==> src/rv_pkg.sv <==
package rv_pkg;

  // memory depths in 32-bit words
  localparam int imem_words = 64;
  localparam int dmem_words = 64;

  // datapath width
  localparam int xlen = 32;

  // major opcodes of the supported subset
  typedef enum logic [6:0] {
    op_reg    = 7'b0110011,
    op_imm    = 7'b0010011,
    op_lui    = 7'b0110111,
    op_auipc  = 7'b0010111,
    op_load   = 7'b0000011,
    op_store  = 7'b0100011,
    op_branch = 7'b1100011,
    op_jal    = 7'b1101111,
    op_jalr   = 7'b1100111
  } opcode_e;

  typedef enum logic [3:0] {
    alu_add,
    alu_sub,
    alu_and,
    alu_or,
    alu_xor,
    alu_sll,
    alu_srl,
    alu_sra,
    alu_slt,
    alu_sltu,
    // lui passes the immediate straight through
    alu_pass_b
  } alu_op_e;

  typedef enum logic [1:0] {
    wb_alu,
    wb_mem,
    wb_pc4
  } wb_sel_e;

  // one view per instruction format, msb first
  typedef union packed {
    struct packed {
      logic [6:0] funct7;
      logic [4:0] rs2;
      logic [4:0] rs1;
      logic [2:0] funct3;
      logic [4:0] rd;
      logic [6:0] opcode;
    } r_fmt;
    struct packed {
      logic [11:0] imm_11_0;
      logic [4:0]  rs1;
      logic [2:0]  funct3;
      logic [4:0]  rd;
      logic [6:0]  opcode;
    } i_fmt;
    struct packed {
      logic [6:0] imm_11_5;
      logic [4:0] rs2;
      logic [4:0] rs1;
      logic [2:0] funct3;
      logic [4:0] imm_4_0;
      logic [6:0] opcode;
    } s_fmt;
    struct packed {
      logic       imm_12;
      logic [5:0] imm_10_5;
      logic [4:0] rs2;
      logic [4:0] rs1;
      logic [2:0] funct3;
      logic [3:0] imm_4_1;
      logic       imm_11;
      logic [6:0] opcode;
    } b_fmt;
    struct packed {
      logic [19:0] imm_31_12;
      logic [4:0]  rd;
      logic [6:0]  opcode;
    } u_fmt;
    struct packed {
      logic       imm_20;
      logic [9:0] imm_10_1;
      logic       imm_11;
      logic [7:0] imm_19_12;
      logic [4:0] rd;
      logic [6:0] opcode;
    } j_fmt;
  } inst_u;

  // decoder outputs, 16 bits
  typedef struct packed {
    logic    reg_write;
    logic    mem_read;
    logic    mem_write;
    logic    branch;
    logic    jump;
    logic    jalr;
    logic    alu_src_imm;
    logic    alu_src_pc;
    logic    mem_byte;
    logic    mem_unsigned;
    alu_op_e alu_op;
    wb_sel_e wb_sel;
  } ctrl_t;

  // one record per executed instruction, 103 bits
  typedef struct packed {
    logic            valid;
    logic [xlen-1:0] pc;
    logic [4:0]      rd;
    logic            reg_write;
    logic [xlen-1:0] wd;
    logic [xlen-1:0] next_pc;
  } retire_t;

endpackage

==> src/alu.sv <==
`timescale 1ns/1ns

module alu
  import rv_pkg::*;
(
  input  logic [xlen-1:0] a,
  input  logic [xlen-1:0] b,
  input  alu_op_e         alu_op,
  input  logic            branch,
  input  logic [2:0]      funct3,
  output logic [xlen-1:0] result,
  output logic            take_branch
);

  logic [xlen:0]   diff;
  logic [xlen-1:0] sub;
  logic [4:0]      shamt;
  logic            z;
  logic            v;
  logic            c;
  logic            s;
  logic            cond;

  // a + ~b + 1, carry out set means no borrow
  assign diff  = {1'b0, a} + {1'b0, ~b} + 33'd1;
  assign sub   = diff[xlen-1:0];
  assign shamt = b[4:0];

  // flags of a - b
  assign z = (sub == '0);
  assign c = diff[xlen];
  assign s = sub[xlen-1];
  assign v = (a[xlen-1] ^ b[xlen-1]) & (a[xlen-1] ^ sub[xlen-1]);

  always_comb begin
    case (alu_op)
      alu_add:    result = a + b;
      alu_sub:    result = sub;
      alu_and:    result = a & b;
      alu_or:     result = a | b;
      alu_xor:    result = a ^ b;
      alu_sll:    result = a << shamt;
      alu_srl:    result = a >> shamt;
      alu_sra:    result = $signed(a) >>> shamt;
      // signed less-than is s xor v
      alu_slt:    result = {31'b0, s ^ v};
      // borrow means a below b unsigned
      alu_sltu:   result = {31'b0, ~c};
      alu_pass_b: result = b;
      default:    result = '0;
    endcase
  end

  // branch condition from funct3
  always_comb begin
    case (funct3)
      3'b000:  cond = z;
      3'b001:  cond = ~z;
      3'b100:  cond = s ^ v;
      3'b101:  cond = ~(s ^ v);
      3'b110:  cond = ~c;
      3'b111:  cond = c;
      default: cond = 1'b0;
    endcase
  end

  assign take_branch = branch & cond;

endmodule

==> config.mk <==
export PLATFORM = sky130hd
export DESIGN_NAME = alu
export DESIGN_NICKNAME = d
export VERILOG_FILES = /design/src/rv_pkg.sv /design/src/alu.sv
export SDC_FILE = /design/constraint.sdc
export NUM_CORES = 1
export LEC_CHECK = 0
export BUFFER_PORTS_ARGS = -buffer_cell sky130_fd_sc_hd__buf_2
export CAP_MARGIN = 10
export CORE_MARGIN = 3
export CORE_UTILIZATION = 64
export DETAILED_ROUTE_END_ITERATION = 6
export GPL_TIMING_DRIVEN = 1
export PLACE_DENSITY = 0.86
export SLEW_MARGIN = 20
export SYNTH_ARGS = -nofsm -noshare
export SYNTH_HDL_FRONTEND = slang
export SYNTH_SLANG_ARGS = --single-unit
==> constraint.sdc <==
create_clock -name vclk -period 17.58
set_input_delay 3.516 -clock vclk [all_inputs]
set_output_delay 3.516 -clock vclk [all_outputs]
set_load 0.03 [all_outputs]
Word level (Yosys, flattened, before mapping)
Index checks and enable logic that the tools add are counted.
{ "word_totals": {"register_bits": 0, "in_bits": 72, "out_inout_bits": 33} }
{ "classes": {"addsub": 3, "eq_ne": 15, "shifts": 3, "mux": 2, "bitwise_logic": 12, "reduce_logical": 3} }
{ "op_table": {"columns": ["cell", "n"], "rows": [
  ["$pmux 32 s11", 1],
  ["$add 32x32->33", 1],
  ["$add 33x1->33 const B", 1],
  ["$add 32x32->32", 1],
  ["$and 32x32->32", 1],
  ["$logic_not 32->1", 1],
  ["$not 32->32", 1],
  ["$or 32x32->32", 1],
  ["$shl 32x5->32", 1],
  ["$shr 32x5->32", 1],
  ["$sshr 32x5->32", 1],
  ["$xor 32x32->32", 1],
  ["$eq 4x3->1 const B", 4],
  ["$eq 3x3->1 const B", 4],
  ["$eq 4x4->1 const B", 3],
  ["$eq 4x2->1 const B", 2],
  ["$pmux 1 s6", 1],
  ["$eq 4x1->1 const B", 1],
  ["$logic_not 4->1", 1],
  ["$eq 3x1->1 const B", 1],
  ["$logic_not 3->1", 1],
  ["$not 1->1", 3],
  ["$xor 1x1->1", 3],
  ["$and 1x1->1", 2]
]} }

Depth between registers and ports, before layout
Gate-level depths: netlist of the first run.
{ "depth": {"depth_word": 9, "depth_mapped": 25} }

Worst setup path before layout of the first run
No wires, ideal clock.
{ "synth_path": {"path_kind": "input to output", "startpoint": "in b[2]", "endpoint": "out take_branch", "arrival_time_ns": 8.571, "required_time_ns": 14.064, "path_slack_ns": 5.493, "cell_stages": 25, "path_cell_list": "clkbuf_1 -> inv_2 -> buf_1 -> clkbuf_1 -> clkbuf_1 -> ha_1 -> buf_2 -> nand2b_1 -> o311a_1 -> o211a_4 -> a211oi_4 -> o21ai_2 -> a21oi_2 -> o21bai_1 -> a21oi_1 -> o21bai_1 -> a21oi_1 -> fa_1 -> o2111a_1 -> o211ai_1 -> nor4_1 -> nand4_1 -> nor4_1 -> nand4_1 -> nand3_1"} }
{ "synth_between": {"elab_chain_len": 9} }
{ "synth_rtl": {"columns": ["element", "line_no", "text"], "rows": [
  ["from (decl)", "alu.sv:7", "input logic [xlen-1:0] b,"],
  ["$not 32->32 (*)", "alu.sv:25", "assign diff = {1'b0, a} + {1'b0, ~b} + 33'd1;"],
  ["$add 32x32->33 (*)", "alu.sv:25", null],
  ["$add 33x1->33 (*)", "alu.sv:25", null],
  ["$xor 1x1->1", "alu.sv:33", "assign v = (a[xlen-1] ^ b[xlen-1]) & (a[xlen-1] ^ sub[xlen-1]);"],
  ["$and 1x1->1", "alu.sv:33", null],
  ["$xor 1x1->1", "alu.sv:59, alu.sv:60", null],
  ["$not 1->1", "alu.sv:60", "3'b101: cond = ~(s ^ v);"],
  ["$pmux 1 s6 (*)", "alu.sv:56", "case (funct3)"],
  ["$and 1x1->1 (*)", "alu.sv:67", "assign take_branch = branch & cond;"],
  ["to (decl)", "alu.sv:12", "output logic take_branch"]
]} }
Every way passes the cells marked *; elsewhere a longest branch is shown, timed or not.

Worst setup path after layout of the first run
{ "layout_path": {"startpoint": "in b[4]", "endpoint": "out take_branch"} }
The elaborated chain is that of the path after synthesis.

==> run summary, run 1 <==
Floorplan die height: 128 um
Number of global-route vias before repair: 10,692
Wire length of the first global-routing pass: 60,400 um
Critical Path Source Type: input port
Leading cell type by number of instances after synthesis: sky130_fd_sc_hd__nor2_1
Fmax: 77.2 MHz
Hold Violations, Final: 0
Net count of the mapped netlist: 1,617
Net load switching power: 240 uW
Required time of the critical path: 14,060 ps
Number of optimization iterations in the first detailed-route pass: 7
Dominant delay contributor by cell family on the critical path: compound AO/OA/AOI/OAI gates
Max-Slew Margin vs Limit: 0.349
Starting density of the core: 0.668
Register area share after synthesis: 0
Register area: 0 sq um
Final Cycle Share: 0.737
Hold WS: 7430 ps
Synthesized instance count: 1,445
Worst-Margin Slew: 967 ps
First element of the critical path: b[4]
Number of cell rows: 43
Leak: 4.33 nW
Overall global routing resource usage: 0.461
Post-detailed-route count of antenna-violating nets: 0
Maximum fanout count along the critical path: 70
Pin count of the biggest net entering global routing: 87
Post-synth design cell area: 9480 sq um
Number of I/O pins: 105
Endpoint kind of the worst setup timing path: output port
Placed cells: 1,630
Post-layout instance count excluding filler cells: 1,630
Antenna diode instance count: 0
Class of the most critical setup path: in2out
Leading cell types by total area after synthesis: sky130_fd_sc_hd__ha_1, sky130_fd_sc_hd__mux4_2, sky130_fd_sc_hd__nor2_1, sky130_fd_sc_hd__a21oi_1, sky130_fd_sc_hd__o21ai_0
Port Buf Inserts: 105
Netlist cell types: 80
Full die area: 16,300 sq um
RSZ-0062 raised after global routing: false
Buffers and inverters on the worst path: 4
Class of the worst hold path: in2out
Pins over their slew limit: 0
Total DRC errors in the routed layout: 0
Placement Setup Slack: 4840 ps
VDD IR-drop max: 0.0000313 V
Nets: 1,624
Combinational share of power: 1.000
Total via count after detailed routing: 12,234
Number of warnings reported in the yosys synthesis log: 0
Area Growth Syn to Fin: 4.35%
Number of filler cells placed in the layout: 1,333
Seq_cells: 0
Mean number of vias per cell: 7.51
Hold path startpoint: b[9]
Number of clock buffers in the layout: 0
Share of power burned in registers: 0
Number of instances resized during post-cts repair: 0
Drt initial violations: 2,586
Share of final-layout standard cells stronger than drive strength 1: 0.133
Core Area: 14,200 sq um
Slowest cell on the critical path: sky130_fd_sc_hd__nor4_1
Top cells by instance count after synthesis: sky130_fd_sc_hd__nor2_1, sky130_fd_sc_hd__a21oi_1, sky130_fd_sc_hd__o21ai_0, sky130_fd_sc_hd__inv_1, sky130_fd_sc_hd__nand2_1
Final weighted congestion of routability-driven global placement: 1.08
Power per cell area: 36.6 nW/um^2
Cell accounting for the most synthesized area: sky130_fd_sc_hd__ha_1
Setup slack after layout: 4620 ps
Maximum capacitance violations: 0
Final critical path time including I/O delays and setup: 12,960 ps
Clock network power share: 0
Outcome: completed
Final sum of negative setup slack: 0 ps
Data arrival at the endpoint of the critical path: 9440 ps
Power Internal: 122 uW
Routed wire length: 39,600 um
Half-perimeter wire length of the detailed placement result: 30,100 um
Post-CTS Repair Setup Buffers: 0
Mean instance size in the synthesized netlist: 6.56 sq um
CP max stage delay: 610 ps
Antenna violations before repair: 2
Post-route design area: 9890 sq um
CP cell instances: buf_2 -> buf_4 -> clkinv_1 -> ha_1 -> nor2b_1 -> or4_4 -> o211a_4 -> a211oi_4 -> o21ai_2 -> a21oi_2 -> o21bai_1 -> a21oi_1 -> o21bai_1 -> a21oi_1 -> fa_1 -> o2111a_1 -> o211ai_1 -> nor4_1 -> nand4_1 -> nor4_1 -> nand4_1 -> nand3_1 -> buf_2
Die span in x: 128 um
Leftover overflow at the end of global routing: 0
Switching fraction of total power: 0.662
Post-cts hold buffer count: 0
Per-cell routed wire length: 24.3 um
Number of setup violations in the final report: 0
Placed Instance Area: 9890 sq um
Share of Yosys cell area claimed by the top area cell type: 0.128
[cells by family after synthesis]
family | count (synthesis) | synth area share
buf+inv | 225 | 0.0942
mux | 91 | 0.141
fa+ha+maj | 100 | 0.134
xor+xnor | 19 | 0.0176
simple gates | 481 | 0.238
compound gates | 529 | 0.375
[through the flow]
stage	power, mW	utilization
2_1_floorplan	0.248	-
4_1_cts	0.346	0.697
6_report	0.362	0.697
5_1_grt	0.384	0.697
3_5_place_dp	0.344	0.697
3_3_place_gp	0.341	0.697
[metal layers]
layer / vias up / global-route usage / share of wire
li1: 5412 / - / -
met1: 5544 / 0.618 / 0.37
met2: 1082 / 0.707 / 0.42
met3: 192 / 0.102 / 0.15
met4: 4 / 0.214 / 0.064
met5: - / 0 / 0.00040
[layout by cell type, fill, tap and decap left out, drive strengths merged, types with 25 or more instances in the layout]
cell type  instances
nor2             181
a21oi            131
buf              123
o21ai            108
inv              106
nand2            103
ha                97
mux2i             51
nor3              44
mux4              33
a22oi             31
nand2b            26
nand3             25
a21o              25
[worst min-delay path, cell delays in order]
cell and delay (ps):
sky130_fd_sc_hd__buf_2 100, sky130_fd_sc_hd__a21oi_1 60, sky130_fd_sc_hd__nand4_1 60, sky130_fd_sc_hd__buf_2 190
[layout make-up]
class	instances	area (sq um)	share of cell area
inverter	107	402	0.0406
tap	180	225	0.0228
timing repair buffer	123	663	0.0670
multi-input combinational	1220	8600	0.870
[final timing paths]
| path | end | slack, ps | depth (start not counted) |
|---|---|---|---|
| worst max-delay path | take_branch | 4620 | 23 |
| worst min-delay path | result[9] | 7430 | 4 |
[power by group through the flow]
stage	combinational (mW)	sequential (mW)	clock, mW
global placement	0.341	0	0
detailed placement	0.344	0	0
global route	0.384	0	0
floorplan	0.248	0	0
finish	0.362	0	0
CTS	0.346	0	0
No activity file was read; power rests on OpenSTA's default activity.
==> run 2: changes to the inputs <==
Settings changed: CORE_UTILIZATION 64 to 57, PLACE_DENSITY 0.86 to 0.81.
Clock period 17.58 ns to 11.4 ns, I/O delays scaled along.
==> run summary, run 2 (same netlist as run 1, synthesis figures left out) <==
Total via count after detailed routing: 12,252 (was 12,234)
Floorplan die height: 135 um (was 128 um)
Worst-Margin Slew: 981 ps (was 967 ps)
Power per cell area: 56.6 nW/um^2 (was 36.6 nW/um^2)
Final sum of negative setup slack: 0 ps (unchanged)
Post-cts hold buffer count: 0 (unchanged)
Hold Violations, Final: 0 (unchanged)
Leftover overflow at the end of global routing: 0 (unchanged)
Number of instances resized during post-cts repair: 0 (unchanged)
Fmax: 102 MHz
Routed wire length: 41,000 um (was 39,600 um)
VDD IR-drop max: 0.0000407 V (was 0.0000313 V)
Number of filler cells placed in the layout: 1,569 (was 1,333)
Final weighted congestion of routability-driven global placement: 1.07 (was 1.08)
Leak: 4.33 nW (about the same)
Number of clock buffers in the layout: 0 (unchanged)
Required time of the critical path: 9120 ps (was 14,060 ps)
Starting density of the core: 0.590 (was 0.668)
Final critical path time including I/O delays and setup: 9820 ps
Register area: 0 sq um (unchanged)
Full die area: 18,200 sq um (was 16,300 sq um)
Endpoint kind of the worst setup timing path: output port (unchanged)
Number of cell rows: 46 (was 43)
Post-route design area: 9930 sq um (was 9890 sq um)
Post-detailed-route count of antenna-violating nets: 0 (unchanged)
Data arrival at the endpoint of the critical path: 7540 ps (was 9440 ps)
Overall global routing resource usage: 0.428 (was 0.461)
Port Buf Inserts: 105 (unchanged)
Core Area: 16,100 sq um (was 14,200 sq um)
Antenna diode instance count: 0 (unchanged)
Placed Instance Area: 9930 sq um (was 9890 sq um)
Wire length of the first global-routing pass: 62,400 um (was 60,400 um)
Outcome: complete, but fails checks (was completed)
Nets: 1,623 (was 1,624)
Total DRC errors in the routed layout: 12 (was 0)
Capture point of the worst path: take_branch (unchanged)
Max-Slew Margin vs Limit: 0.340 (was 0.349)
Pin count of the biggest net entering global routing: 87 (unchanged)
Number of optimization iterations in the first detailed-route pass: 7 (unchanged)
Per-cell routed wire length: 24.6 um (was 24.3 um)
Number of setup violations in the final report: 0 (unchanged)
Drt initial violations: 2,249 (was 2,586)
Final Cycle Share: 0.861
Most frequent cells in the layout: sky130_fd_sc_hd__nor2_1, sky130_fd_sc_hd__a21oi_1, sky130_fd_sc_hd__o21ai_0 (unchanged)
Number of I/O pins: 105 (unchanged)
Maximum capacitance violations: 0 (unchanged)
Half-perimeter wire length of the detailed placement result: 31,200 um (was 30,100 um)
Violations in the final reports: DRC
Class of the worst hold path: in2out (unchanged)
RSZ-0062 raised after global routing: false (unchanged)
Post-CTS Repair Setup Buffers: 0 (unchanged)
Number of global-route vias before repair: 10,885 (was 10,692)
Maximum fanout count along the critical path: 11 (was 70)
Critical Path Source Type: input port (unchanged)
Share of final-layout standard cells stronger than drive strength 1: 0.133 (about the same)
Die span in x: 135 um (was 128 um)
Class of the most critical setup path: in2out (unchanged)
First element of the critical path: b[4] (unchanged)
Pins over their slew limit: 0 (unchanged)
Area Growth Syn to Fin: 4.75% (was 4.35%)
Mean number of vias per cell: 7.36 (was 7.51)
Most common library cell in the layout ignoring fill and taps: sky130_fd_sc_hd__nor2_1 (unchanged)
Antenna violations before repair: 1 (was 2)
Seq_cells: 0 (unchanged)
run 2: cell count changes in the layout (fill, tap and decap cells not counted):
cell,delta
sky130_fd_sc_hd__buf_4,-1
run 2: power by group:
| group | total, mW | switching (mW) | internal (mW) |
|---|---|---|---|
| sequential | 0 | 0 | 0 |
| clock | 0 | 0 | 0 |
| combinational | 0.562 | 0.374 | 0.188 |
| total | 0.562 | 0.374 | 0.188 |
run 2: worst min path at each step:
stage,start,endpoint,slack [ps],cells after the start
6_report,b[13],result[13],4970,4
5_1_grt,b[9],result[9],5000,4
4_1_cts,b[13],result[13],4970,4
3_5_place_dp,b[13],result[13],4970,4
3_3_place_gp,b[13],result[13],4960,4
2_1_floorplan,b[13],result[13],4840,2
run 2: critical path, stage by stage:
cell,delay [ps]
sky130_fd_sc_hd__buf_2,90
sky130_fd_sc_hd__clkinv_1,310
sky130_fd_sc_hd__ha_1,530
sky130_fd_sc_hd__nor2b_1,100
sky130_fd_sc_hd__or4_4,500
sky130_fd_sc_hd__o211a_4,290
sky130_fd_sc_hd__a211oi_4,330
sky130_fd_sc_hd__o21ai_2,180
sky130_fd_sc_hd__a21oi_2,230
sky130_fd_sc_hd__o21bai_1,80
sky130_fd_sc_hd__a21oi_1,250
sky130_fd_sc_hd__o21bai_1,90
sky130_fd_sc_hd__a21oi_1,190
sky130_fd_sc_hd__fa_1,230
sky130_fd_sc_hd__o2111a_1,190
sky130_fd_sc_hd__o211ai_1,90
sky130_fd_sc_hd__nor4_1,290
sky130_fd_sc_hd__nand4_1,130
sky130_fd_sc_hd__nor4_1,660
sky130_fd_sc_hd__nand4_1,170
sky130_fd_sc_hd__nand3_1,120
sky130_fd_sc_hd__buf_2,200
run 2: metal layers:
metal	GRT usage	up-vias	part of all wire
met1	0.580	5560	0.37
li1	-	5402	-
met5	0	-	0.00032
met4	0.193	2	0.066
met2	0.665	1062	0.42
met3	0.0741	226	0.14
run 2: final cells by class:
type | count | area, sq um | area share
well taps | 216 | 270 | 0.0272
repair buffers | 122 | 656 | 0.0660
inverters | 107 | 402 | 0.0404
multi-input cells | 1220 | 8600 | 0.866
run 2: per-stage QoR:
step                 util  setup slack [ps]  hold slack, ps  power (mW)  std cells
floorplan               -              1790            4840       0.382       1445
global placement    0.619              1900            4960       0.532       1665
detailed placement  0.619              1770            4970       0.537       1665
CTS                 0.619              1770            4970       0.539       1665
global route        0.619              1330            5000       0.595       1665
finish              0.619              1580            4970       0.562       1665
